$ cat config.mk
export PLATFORM = sky130hd
export DESIGN_NAME = csr_top
export DESIGN_NICKNAME = d
export VERILOG_FILES = /design/src/logic/cpu_pkg.sv /design/src/logic/csr_pkg.sv /design/src/logic/csr_if.sv /design/src/logic/clint.sv /design/src/logic/csr_exec.sv /design/src/logic/csr_reg.sv /design/src/logic/csr_top.sv
export VERILOG_INCLUDE_DIRS = /design/src /design/src/logic
export SDC_FILE = /design/constraint.sdc
export NUM_CORES = 1
export LEC_CHECK = 0
export ABC_CLOCK_PERIOD_IN_PS = 2400
export BUFFER_PORTS_ARGS = -buffer_cell sky130_fd_sc_hd__buf_2
export CELL_PAD_IN_SITES_DETAIL_PLACEMENT = 0
export CELL_PAD_IN_SITES_GLOBAL_PLACEMENT = 1
export CORE_ASPECT_RATIO = 0.6
export CORE_MARGIN = 2
export CORE_UTILIZATION = 25
export DETAILED_ROUTE_END_ITERATION = 8
export PLACE_DENSITY = 0.57
export SLEW_MARGIN = 10
export SYNTH_ARGS = -nofsm -noshare
export SYNTH_HDL_FRONTEND = slang
export SYNTH_SLANG_ARGS = --single-unit
$ cat constraint.sdc
create_clock -name clk -period 2.4 [get_ports clk]
set_input_delay 0.24 -clock clk [delete_from_list [all_inputs] [get_ports clk]]
set_output_delay 0.24 -clock clk [all_outputs]
set_load 0.02 [all_outputs]
$ cat src/logic/rooth_consts.svh
`ifndef ROOTH_CONSTS_SVH
`define ROOTH_CONSTS_SVH

// Datapath and CSR address widths
`define CPU_WIDTH       32
`define CSR_ADDR_WIDTH  12

// Machine-mode CSR map
`define CSR_CYCLE       12'hC00
`define CSR_CYCLEH      12'hC80
`define CSR_MSTATUS     12'h300
`define CSR_MIE         12'h304
`define CSR_MTVEC       12'h305
`define CSR_MSCRATCH    12'h340
`define CSR_MEPC        12'h341
`define CSR_MCAUSE      12'h342

// Bit positions inside mstatus and mie
`define MSTATUS_MIE     3
`define MSTATUS_MPIE    7
`define MIE_MTIE        7

// mcause values with the interrupt flag in the MSB
`define MCAUSE_ECALL    32'd11
`define MCAUSE_TIMER    32'h8000_0007

// SYSTEM opcode and privileged funct12 codes
`define OPC_SYSTEM      7'b1110011
`define FUNCT12_ECALL   12'h000
`define FUNCT12_MRET    12'h302

`endif

$ cat src/logic/cpu_pkg.sv
`include "rooth_consts.svh"

package cpu_pkg;

    // ------------------------------------------------------------------------
    // Instruction word views for the SYSTEM opcode
    // ------------------------------------------------------------------------

    // Zicsr layout where rs1 doubles as uimm for the immediate forms
    typedef struct packed {
        logic [`CSR_ADDR_WIDTH-1:0] addr;
        logic [4:0]                 rs1;
        logic [2:0]                 funct3;
        logic [4:0]                 rd;
        logic [6:0]                 opcode;
    } instr_csr_s;

    // Privileged layout with funct12 picking ecall or mret
    typedef struct packed {
        logic [11:0] funct12;
        logic [4:0]  rs1;
        logic [2:0]  funct3;
        logic [4:0]  rd;
        logic [6:0]  opcode;
    } instr_sys_s;

    // Same 32 bits seen three ways
    typedef union packed {
        logic [`CPU_WIDTH-1:0] raw;
        instr_csr_s            csr;
        instr_sys_s            sys;
    } instr_u;

endpackage

$ cat src/logic/csr_pkg.sv
package csr_pkg;

    // ------------------------------------------------------------------------
    // CSR access and trap handling types
    // ------------------------------------------------------------------------

    // Read-modify-write flavour of a CSR instruction
    typedef enum logic [1:0] {
        CSR_OP_NONE  = 2'd0,
        CSR_OP_WRITE = 2'd1,
        CSR_OP_SET   = 2'd2,
        CSR_OP_CLEAR = 2'd3
    } csr_op_e;

    // Event the trap controller is working on
    typedef enum logic [1:0] {
        TRAP_NONE  = 2'd0,
        TRAP_ECALL = 2'd1,
        TRAP_IRQ   = 2'd2,
        TRAP_MRET  = 2'd3
    } trap_kind_e;

    // Trap controller sequence with one state per cycle
    typedef enum logic [2:0] {
        CL_IDLE         = 3'd0,
        CL_MEPC         = 3'd1,
        CL_MCAUSE       = 3'd2,
        CL_MSTATUS      = 3'd3,
        CL_REDIR        = 3'd4,
        CL_MRET_MSTATUS = 3'd5,
        CL_MRET_REDIR   = 3'd6
    } clint_state_e;

endpackage

$ cat src/logic/csr_if.sv
`timescale 1ns/100ps
`include "rooth_consts.svh"

// ----------------------------------------------------------------------------
// Core side access into the CSR file
// ----------------------------------------------------------------------------
interface csr_port_if;
    // Read is combinational from rd_addr
    logic [`CSR_ADDR_WIDTH-1:0] rd_addr;
    logic [`CPU_WIDTH-1:0]      rd_data;
    // Write lands on the next rising edge
    logic                       wr_en;
    logic [`CSR_ADDR_WIDTH-1:0] wr_addr;
    logic [`CPU_WIDTH-1:0]      wr_data;

    modport exec (
        output rd_addr, wr_en, wr_addr, wr_data,
        input  rd_data
    );

    modport regs (
        input  rd_addr, wr_en, wr_addr, wr_data,
        output rd_data
    );
endinterface

// ----------------------------------------------------------------------------
// Trap controller write port plus live register levels
// ----------------------------------------------------------------------------
interface trap_port_if;
    // Wins over a core write in the same cycle
    logic                       wr_en;
    logic [`CSR_ADDR_WIDTH-1:0] wr_addr;
    logic [`CPU_WIDTH-1:0]      wr_data;
    // Current register contents
    logic [`CPU_WIDTH-1:0]      mtvec;
    logic [`CPU_WIDTH-1:0]      mepc;
    logic [`CPU_WIDTH-1:0]      mstatus;
    logic [`CPU_WIDTH-1:0]      mie;

    modport trap (
        output wr_en, wr_addr, wr_data,
        input  mtvec, mepc, mstatus, mie
    );

    modport regs (
        input  wr_en, wr_addr, wr_data,
        output mtvec, mepc, mstatus, mie
    );
endinterface

$ cat src/logic/clint.sv
`timescale 1ns/100ps
`include "rooth_consts.svh"

module clint (
    input  logic                  clk,
    input  logic                  rst_n,
    input  csr_pkg::trap_kind_e   trap_req_i,
    input  logic                  instr_valid_i,
    input  logic [`CPU_WIDTH-1:0] pc_i,
    input  logic                  irq_i,
    trap_port_if.trap             regs,
    output logic                  busy_o,
    output logic                  redirect_o,
    output logic [`CPU_WIDTH-1:0] redirect_pc_o
);

    csr_pkg::clint_state_e state;
    csr_pkg::clint_state_e state_nxt;
    // Captured at the trigger cycle
    csr_pkg::trap_kind_e   kind_q;
    logic [`CPU_WIDTH-1:0] pc_q;
    logic                  irq_take;
    logic [`CPU_WIDTH-1:0] ms_trap;
    logic [`CPU_WIDTH-1:0] ms_mret;

    // ------------------------------------------------------------------------
    // Trigger detection
    // ------------------------------------------------------------------------
    // Only in a bubble with global and timer enables both set
    assign irq_take = irq_i && !instr_valid_i && !busy_o &&
                      regs.mstatus[`MSTATUS_MIE] && regs.mie[`MIE_MTIE];

    always_ff @(posedge clk) begin
        if (state == csr_pkg::CL_IDLE) begin
            pc_q   <= pc_i;
            kind_q <= irq_take ? csr_pkg::TRAP_IRQ : trap_req_i;
        end
    end

    // ------------------------------------------------------------------------
    // Sequence FSM
    // ------------------------------------------------------------------------
    always_comb begin
        state_nxt = state;
        case (state)
            csr_pkg::CL_IDLE: begin
                if ((trap_req_i == csr_pkg::TRAP_ECALL) || irq_take)
                    state_nxt = csr_pkg::CL_MEPC;
                else if (trap_req_i == csr_pkg::TRAP_MRET)
                    state_nxt = csr_pkg::CL_MRET_MSTATUS;
            end
            csr_pkg::CL_MEPC:         state_nxt = csr_pkg::CL_MCAUSE;
            csr_pkg::CL_MCAUSE:       state_nxt = csr_pkg::CL_MSTATUS;
            csr_pkg::CL_MSTATUS:      state_nxt = csr_pkg::CL_REDIR;
            csr_pkg::CL_MRET_MSTATUS: state_nxt = csr_pkg::CL_MRET_REDIR;
            default:                  state_nxt = csr_pkg::CL_IDLE;
        endcase
    end

    always_ff @(posedge clk or negedge rst_n) begin
        if (!rst_n) begin
            state <= csr_pkg::CL_IDLE;
        end else begin
            state <= state_nxt;
        end
    end

    // Trap entry copies MIE into MPIE and clears MIE
    always_comb begin
        ms_trap                = regs.mstatus;
        ms_trap[`MSTATUS_MPIE] = regs.mstatus[`MSTATUS_MIE];
        ms_trap[`MSTATUS_MIE]  = 1'b0;
    end

    // mret restores MIE from MPIE and sets MPIE
    always_comb begin
        ms_mret                = regs.mstatus;
        ms_mret[`MSTATUS_MIE]  = regs.mstatus[`MSTATUS_MPIE];
        ms_mret[`MSTATUS_MPIE] = 1'b1;
    end

    // One client write per state
    always_comb begin
        regs.wr_en   = 1'b0;
        regs.wr_addr = `CSR_MSTATUS;
        regs.wr_data = ms_trap;
        case (state)
            csr_pkg::CL_MEPC: begin
                regs.wr_en   = 1'b1;
                regs.wr_addr = `CSR_MEPC;
                regs.wr_data = pc_q;
            end
            csr_pkg::CL_MCAUSE: begin
                regs.wr_en   = 1'b1;
                regs.wr_addr = `CSR_MCAUSE;
                regs.wr_data = (kind_q == csr_pkg::TRAP_IRQ) ? `MCAUSE_TIMER : `MCAUSE_ECALL;
            end
            csr_pkg::CL_MSTATUS: begin
                regs.wr_en   = 1'b1;
            end
            csr_pkg::CL_MRET_MSTATUS: begin
                regs.wr_en   = 1'b1;
                regs.wr_data = ms_mret;
            end
            default: ;
        endcase
    end

    assign busy_o        = (state != csr_pkg::CL_IDLE);
    assign redirect_o    = (state == csr_pkg::CL_REDIR) || (state == csr_pkg::CL_MRET_REDIR);
    // Trap target vs return address
    assign redirect_pc_o = (state == csr_pkg::CL_MRET_REDIR) ? regs.mepc : regs.mtvec;

    // Core must stall while a sequence runs
    a_hold_valid: assert property (@(posedge clk) disable iff (!rst_n)
        busy_o |-> !instr_valid_i);

    a_redirect_pulse: assert property (@(posedge clk) disable iff (!rst_n)
        redirect_o |=> !redirect_o);

endmodule

$ cat src/logic/csr_exec.sv
`timescale 1ns/100ps
`include "rooth_consts.svh"

module csr_exec (
    input  logic                  clk,
    input  logic                  rst_n,
    input  logic                  instr_valid_i,
    input  cpu_pkg::instr_u       instr_i,
    input  logic [`CPU_WIDTH-1:0] rs1_data_i,
    csr_port_if.exec              csr,
    output logic                  rd_we_o,
    output logic [`CPU_WIDTH-1:0] rd_data_o,
    output csr_pkg::trap_kind_e   trap_req_o
);

    logic                  is_system;
    logic                  priv_fields_zero;
    csr_pkg::csr_op_e      op;
    logic [`CPU_WIDTH-1:0] src;
    logic                  src_nonzero;
    logic [`CPU_WIDTH-1:0] new_val;

    // ------------------------------------------------------------------------
    // Zicsr decode
    // ------------------------------------------------------------------------
    assign is_system = instr_valid_i && (instr_i.csr.opcode == `OPC_SYSTEM);

    // funct3[1:0] gives the op and funct3[2] the immediate form
    always_comb begin
        op = csr_pkg::CSR_OP_NONE;
        if (is_system) begin
            case (instr_i.csr.funct3[1:0])
                2'b01:   op = csr_pkg::CSR_OP_WRITE;
                2'b10:   op = csr_pkg::CSR_OP_SET;
                2'b11:   op = csr_pkg::CSR_OP_CLEAR;
                default: op = csr_pkg::CSR_OP_NONE;
            endcase
        end
    end

    // uimm is zero-extended from the rs1 field
    assign src = instr_i.csr.funct3[2] ?
                 {{(`CPU_WIDTH-5){1'b0}}, instr_i.csr.rs1} : rs1_data_i;

    // x0 or uimm 0 means no write for set and clear
    assign src_nonzero = (instr_i.csr.rs1 != 5'd0);

    always_comb begin
        case (op)
            csr_pkg::CSR_OP_WRITE: new_val = src;
            csr_pkg::CSR_OP_SET:   new_val = csr.rd_data | src;
            csr_pkg::CSR_OP_CLEAR: new_val = csr.rd_data & ~src;
            default:               new_val = csr.rd_data;
        endcase
    end

    // Read and write share the instruction's CSR address
    assign csr.rd_addr = instr_i.csr.addr;
    assign csr.wr_addr = instr_i.csr.addr;
    assign csr.wr_data = new_val;
    assign csr.wr_en   = (op == csr_pkg::CSR_OP_WRITE) ||
                         (((op == csr_pkg::CSR_OP_SET) || (op == csr_pkg::CSR_OP_CLEAR)) &&
                          src_nonzero);

    // Old value goes back to rd in the same cycle and the core drops x0
    assign rd_we_o   = (op != csr_pkg::CSR_OP_NONE);
    assign rd_data_o = csr.rd_data;

    // ------------------------------------------------------------------------
    // ecall / mret
    // ------------------------------------------------------------------------
    // rs1, funct3 and rd all zero
    assign priv_fields_zero = (instr_i.raw[19:7] == '0);

    always_comb begin
        trap_req_o = csr_pkg::TRAP_NONE;
        if (is_system && priv_fields_zero) begin
            if (instr_i.sys.funct12 == `FUNCT12_ECALL)
                trap_req_o = csr_pkg::TRAP_ECALL;
            else if (instr_i.sys.funct12 == `FUNCT12_MRET)
                trap_req_o = csr_pkg::TRAP_MRET;
        end
    end

    // A trap request never carries a CSR write along
    a_no_trap_with_write: assert property (@(posedge clk) disable iff (!rst_n)
        !((trap_req_o != csr_pkg::TRAP_NONE) && csr.wr_en));

endmodule

$ cat src/logic/csr_reg.sv
`timescale 1ns/100ps
`include "rooth_consts.svh"

module csr_reg (
    input logic       clk,
    input logic       rst_n,
    csr_port_if.regs  core,
    trap_port_if.regs client
);

    // Free running and read only
    logic [2*`CPU_WIDTH-1:0]    cycle;
    logic [`CPU_WIDTH-1:0]      mtvec;
    logic [`CPU_WIDTH-1:0]      mcause;
    logic [`CPU_WIDTH-1:0]      mepc;
    logic [`CPU_WIDTH-1:0]      mie;
    logic [`CPU_WIDTH-1:0]      mstatus;
    logic [`CPU_WIDTH-1:0]      mscratch;

    // Merged write request
    logic                       wr_en;
    logic [`CSR_ADDR_WIDTH-1:0] wr_addr;
    logic [`CPU_WIDTH-1:0]      wr_data;

    // ------------------------------------------------------------------------
    // Write arbitration with the trap client first
    // ------------------------------------------------------------------------
    assign wr_en   = client.wr_en | core.wr_en;
    assign wr_addr = client.wr_en ? client.wr_addr : core.wr_addr;
    assign wr_data = client.wr_en ? client.wr_data : core.wr_data;

    always_ff @(posedge clk or negedge rst_n) begin
        if (!rst_n) begin
            cycle <= '0;
        end else begin
            cycle <= cycle + 64'd1;
        end
    end

    // cycle/cycleh and unknown addresses fall through
    always_ff @(posedge clk or negedge rst_n) begin
        if (!rst_n) begin
            mtvec    <= '0;
            mcause   <= '0;
            mepc     <= '0;
            mie      <= '0;
            mstatus  <= '0;
            mscratch <= '0;
        end else if (wr_en) begin
            case (wr_addr)
                `CSR_MTVEC:    mtvec    <= wr_data;
                `CSR_MCAUSE:   mcause   <= wr_data;
                `CSR_MEPC:     mepc     <= wr_data;
                `CSR_MIE:      mie      <= wr_data;
                `CSR_MSTATUS:  mstatus  <= wr_data;
                `CSR_MSCRATCH: mscratch <= wr_data;
                default: ;
            endcase
        end
    end

    // ------------------------------------------------------------------------
    // Core read of registered values only
    // ------------------------------------------------------------------------
    always_comb begin
        case (core.rd_addr)
            `CSR_CYCLE:    core.rd_data = cycle[`CPU_WIDTH-1:0];
            `CSR_CYCLEH:   core.rd_data = cycle[2*`CPU_WIDTH-1:`CPU_WIDTH];
            `CSR_MTVEC:    core.rd_data = mtvec;
            `CSR_MCAUSE:   core.rd_data = mcause;
            `CSR_MEPC:     core.rd_data = mepc;
            `CSR_MIE:      core.rd_data = mie;
            `CSR_MSTATUS:  core.rd_data = mstatus;
            `CSR_MSCRATCH: core.rd_data = mscratch;
            default:       core.rd_data = '0;
        endcase
    end

    // Levels for the trap controller
    assign client.mtvec   = mtvec;
    assign client.mepc    = mepc;
    assign client.mstatus = mstatus;
    assign client.mie     = mie;

    // Counter steps by one each cycle once out of reset
    a_cycle_step: assert property (@(posedge clk) disable iff (!rst_n)
        $past(rst_n) |-> (cycle == $past(cycle) + 64'd1));

endmodule

$ cat src/logic/csr_top.sv
`timescale 1ns/100ps
`include "rooth_consts.svh"

module csr_top (
    input  logic                  clk,
    input  logic                  rst_n,
    input  logic                  instr_valid_i,
    input  logic [`CPU_WIDTH-1:0] instr_i,
    input  logic [`CPU_WIDTH-1:0] pc_i,
    input  logic [`CPU_WIDTH-1:0] rs1_data_i,
    input  logic                  irq_i,
    output logic                  rd_we_o,
    output logic [`CPU_WIDTH-1:0] rd_data_o,
    output logic                  redirect_o,
    output logic [`CPU_WIDTH-1:0] redirect_pc_o,
    output logic                  busy_o
);

    // ecall / mret from decode to the trap controller
    csr_pkg::trap_kind_e trap_req;

    csr_port_if  u_csr_port ();
    trap_port_if u_trap_port ();

    csr_exec u_csr_exec (
        .clk           (clk),
        .rst_n         (rst_n),
        .instr_valid_i (instr_valid_i),
        .instr_i       (instr_i),
        .rs1_data_i    (rs1_data_i),
        .csr           (u_csr_port.exec),
        .rd_we_o       (rd_we_o),
        .rd_data_o     (rd_data_o),
        .trap_req_o    (trap_req)
    );

    csr_reg u_csr_reg (
        .clk    (clk),
        .rst_n  (rst_n),
        .core   (u_csr_port.regs),
        .client (u_trap_port.regs)
    );

    clint u_clint (
        .clk           (clk),
        .rst_n         (rst_n),
        .trap_req_i    (trap_req),
        .instr_valid_i (instr_valid_i),
        .pc_i          (pc_i),
        .irq_i         (irq_i),
        .regs          (u_trap_port.trap),
        .busy_o        (busy_o),
        .redirect_o    (redirect_o),
        .redirect_pc_o (redirect_pc_o)
    );

endmodule

---- After elaboration in Yosys (flattened, before gate mapping) ----
Cells that the tools add are included.
word-level totals
  register bits after elaboration ......... 293
  bits of input ports ..................... 100
operators by class
  add/subtract/negate cells ............... 1
  equal/unequal tests ..................... 32
  mux-type cells .......................... 18
  bitwise logic cells ..................... 4
  reduce and logical (&&, ||, !) cells .... 26
operators by type and width
  operator               count
  $pmux 32 s8            1
  $pmux 32 s3            2
  $eq 12x10->1 const B   13
  $mux 32                4
  $add 64x1->64 const B  1
  $and 32x32->32         1
  $not 32->32            1
  $or 32x32->32          1
  $eq 12x12->1 const B   2
  $pmux 3 s5             1
  $pmux 7 s2             1
  $logic_not 13->1       1
  $eq 2x2->1 const B     6
  $logic_not 12->1       1
  $mux 12                1
  $reduce_and 2->1       6
  $eq 3x3->1 const B     3
  $mux 2                 4
  $eq 7x7->1 const B     1
  $logic_and 1x1->1      7
  $eq 2x1->1 const B     3
  $eq 3x2->1 const B     2
  $mux 3                 2
  $pmux 2 s3             1
  other kinds (11)       15

---- Depth between registers and ports, before layout ----
  depth after elaboration ................. 9
  gate-level depth with buffers ........... 9
  depth with buffers taken out ............ 7

---- Hierarchy ----
From an unflattened synthesis, not the netlist that was laid out.
second synthesis, totals
  cells, all modules ...................... 1631
  area, all modules ....................... 16153.0 µm²
modules (own cells, without submodules)
  module    instances  cells each  area each (µm²)
  csr_reg   1          1211        12209.2
  clint     1          156         2055.7
  csr_exec  1          264         1888.1

---- Worst setup path before layout ----
Ideal clock, no wire load.
  path kind ............................... reg2reg
  start point ............................. reg u_clint.state[1]
  end point ............................... reg u_clint.kind_q[0] (enable)
  setup time .............................. 389 ps
  arrival ................................. 2241 ps
  data required time ...................... 2011 ps
  setup slack ............................. -230 ps
  stages on the path, launching flop included .. 6
  period minus slack after synthesis ...... 2630 ps
  cell sequence ........................... dfrtp_1 -> clkbuf_1 -> nor2_1 -> clkbuf_1 -> nand2_1 -> inv_1
between the ends
  longest elaborated chain between the ends .. 1
ends and longest elaborated chain
  element                 line         text
  start, declared         clint.sv:17  csr_pkg::clint_state_e state;
  start signal, assigned  clint.sv:62  state <= csr_pkg::CL_IDLE;
  start signal, assigned  clint.sv:64  state <= state_nxt;
  $logic_not 3->1         clint.sv:34  if (state == csr_pkg::CL_IDLE) begin
  end signal, assigned    clint.sv:36  kind_q <= irq_take ? csr_pkg::TRAP_IRQ : trap_req_i;
  end, declared           clint.sv:20  csr_pkg::trap_kind_e kind_q;
No other way between the ends.
A chain may end at the register's enable or synchronous reset.

---- Worst setup path after layout ----
  start point ............................. reg u_csr_reg.mtvec[17], in the netlist u_csr_reg.client.mtvec[17]
  end point ............................... out rd_data_o[17]
between the ends
  longest elaborated chain between the ends .. 1
ends and longest elaborated chain
  element                 line           text
  start, declared         csr_reg.sv:13  logic [`CPU_WIDTH-1:0] mtvec;
  start signal, assigned  csr_reg.sv:51  `CSR_MTVEC: mtvec <= wr_data;
  $pmux 32 s8             csr_reg.sv:66  case (core.rd_addr)
  end, declared           csr_top.sv:13  output logic [`CPU_WIDTH-1:0] rd_data_o,
No other way between the ends.

==> reports/metrics.cfg <==
[outcome]
status=complete, but fails checks
violations=setup timing

[power]
p_seq_frac=0.379
p_clk_frac=0.259
p_int_uw=11630
p_per_area_mw_per_mm2=867.4
p_sw_uw=7128
p_comb_frac=0.362
power_uw=18760
max-vdd-ir-drop_mv=0.7323
cellLeakagePower_uw=0.009825
switching_share=0.3799

[synthesis]
synthesis.nets=1642
yosysWarnings=0
synth_edf_count=34
synthArstFlopShare=0.8840
yosys_register_bits=293
synthCells=1541
avgSynthCellArea_um2=10.16
ys.flop_type=dfrtp_1
synth.cell_area_mm2=0.01565
synth.distinct_cells=80
ys_seq_area_frac=0.4794

[global_routing]
overflow=0
grt_max_degree=82
grt_pass1_vias=14367
grtUsageTotal=0.2083
grt_pass1_wl_um=98990
antenna_found_initial=0

[clocking]
cts_root_buffer=clkbuf_16
numCtsBuffers=30
cts_max_path_buffers=3
cts_tree=built
clk_latency_ns=0.62
clk_pin_slew_ns=0.06
cts.htree.levels=1
cts_num_sinks=293

[placement]
place_congestion=0.8768
hpwl_um=49330
port_buffers=166
dp_slack_ns=-0.4490
dpl_cell_area_mm2=0.01925

[worst_setup_path]
crit_path_cell_trace=mux2_2, a22o_1, a222oi_1, nand3_1, buf_2
cp_max_fo=3
worst_ep_arrival_time_ns=2.33
worstRegToRegCells=7
cp.required_ns=2.16
start_kind=flip-flop
crit_path_top_delay_cell=a222oi_1
end_kind=output pin
critical_path_class=reg -> out
cpPeakStageDelay_ns=0.43

[detailed_routing]
viasPerCell=5.211
wire_per_inst_um=24.74
totalWireLength_um=68710
drtIter0Drc=1405
ant_nets=0
route.vias.total=14470
drc=0
dr.pass1.iters=7

[die]
fp.dieH_um=197.8
die_area_mm2=0.06468
io_pins=167
coreArea_mm2=0.06140
rows=70
initial_core_util=0.2549
die_w_um=327.0

[sta]
rsz0062_at_grt=true
timing.final.max_slew_violations=0
final.min_clock_period_ns=2.574
fin_skew_ns=0.01344
relSlewSlack=0.3994
hold_viol_final=0
tns_ns=-1.180
max_freq_mhz=388.5
setup_ws_ns=-0.1737
worstMarginPinSlew_ns=0.8915
period_share=1.072
setup_viol=30

[finish]
layout-drive-gt1-share=0.3535
final_nets=2026
antenna_cells=0
syn2layout_area_growth_pct=38.19
mostFrequentLayoutCell=dfrtp_1
design_area_mm2=0.02163
final_cell_mix=256 x dfrtp_1, 206 x buf_4, 161 x nor2_1
fin_util=0.3523

[worst_hold_path]
hold_path.class=in -> reg
hold_depth=3

[run]
maxCapViolCount=0

-- timing repair --
item	CTS	global route
gates resized for setup	138	49
cloned	3	1
endpoints found under the setup margin	62	112
endpoints found under the hold margin	103	0
pin swaps	23	23
buffers inserted	29	11
hold buffers	35	0
-- final cells by class --
class,count,area (um^2)
clock buffer,51,919.6
clock inverter,5,65.06
fill,6216,39770
inverter,18,71.32
multi-input combinational,1126,8051
sequential,293,7506
tap,828,1036
timing repair buffer,456,3978
-- synthesized netlist by cell type (9+ instances only) --
master	n	area share
nor3_1	16	0.0051
a211o_1	9	0.0050
a22oi_1	54	0.026
o22ai_1	36	0.014
mux2_2	128	0.092
mux2i_1	36	0.023
buf_2	37	0.012
nor2_1	166	0.040
nand4_1	24	0.0096
buf_1	9	0.0022
nand2b_1	25	0.010
nand2_1	124	0.030
a31oi_1	22	0.0088
o21ai_0	11	0.0035
a22o_1	33	0.018
nand3_1	52	0.017
o2111ai_1	22	0.012
clkbuf_1	49	0.012
dfrtp_1	259	0.41
xnor2_1	38	0.021
and3_1	11	0.0044
a21oi_1	143	0.046
edfxtp_1	34	0.065
xor2_1	31	0.017
inv_1	18	0.0043
nor2b_1	12	0.0048
-- critical path: cells and delay by family, from the launching register on --
kind	cells	cell delay, ns
mux	1	0.27
compound gates	2	0.61
flops	1	0.40
buf+inv	1	0.22
simple gates	1	0.23
-- through the flow --
step,hold slack (ns),std cells
finish,0.03846,2777
floorplan,-0.05559,1541
global route,0.04547,2777
detailed placement,0.2980,2650
global placement,0.2899,2650
CTS,0.01269,2770
-- layer usage --
layer | vias up | global-route usage | share of wire
li1 | 6428 | - | -
met1 | 7343 | 0.3218 | 0.49
met2 | 628 | 0.2844 | 0.40
met3 | 71 | 0.05800 | 0.094
met4 | 0 | 0.03789 | 0.016
met5 | - | 0 | 0
-- final timing paths --
check / start / to / slack (ns)
max: u_csr_reg.client.mtvec[17] / rd_data_o[17] / -0.17
min: instr_i[31] / u_clint.state[0] / 0.04
max reg2reg: u_csr_reg.cycle[5] / u_csr_reg.cycle[29] / 0.11
min reg2reg: u_csr_reg.cycle[29] / u_csr_reg.cycle[29] / 0.49
max in group asynchronous: rst_n / u_csr_reg.client.mie[7] / 1.36
min in group asynchronous: rst_n / u_csr_reg.client.mstatus[12] / 0.21
-- kinds of logic (layout without fill, tap and decap cells) --
logic type | Yosys count | after routing | synth area share
DFF | 293 | 293 | 0.4794
xor gates and xnor gates | 69 | 69 | 0.03862
AOI/OAI and AO/OA | 388 | 388 | 0.1665
buffers and inverters | 122 | 530 | 0.03462
muxes | 167 | 167 | 0.1173
and+or+nand+nor | 501 | 501 | 0.1628
adders and majority gates | 1 | 1 | 0.0007994
-- registers in the layout, indices dropped and copies added, names as in the netlist, 32 cells and up --
register and cells:
u_csr_reg.cycle 64, u_clint.pc_q 32, u_csr_reg.client.mepc 32, u_csr_reg.client.mie 32, u_csr_reg.client.mstatus 32, u_csr_reg.client.mtvec 32
u_csr_reg.mcause 32, u_csr_reg.mscratch 32
-- power groups by stage --
stage	combinational [uW]	clock [uW]	sequential, uW
3_3_place_gp	6070	0	7140
4_1_cts	6530	4970	7070
6_report	6790	4860	7110
2_1_floorplan	3460	0	6720
5_1_grt	7340	5170	7200
3_5_place_dp	6160	0	7150
Power figures use the tool's default switching activity.
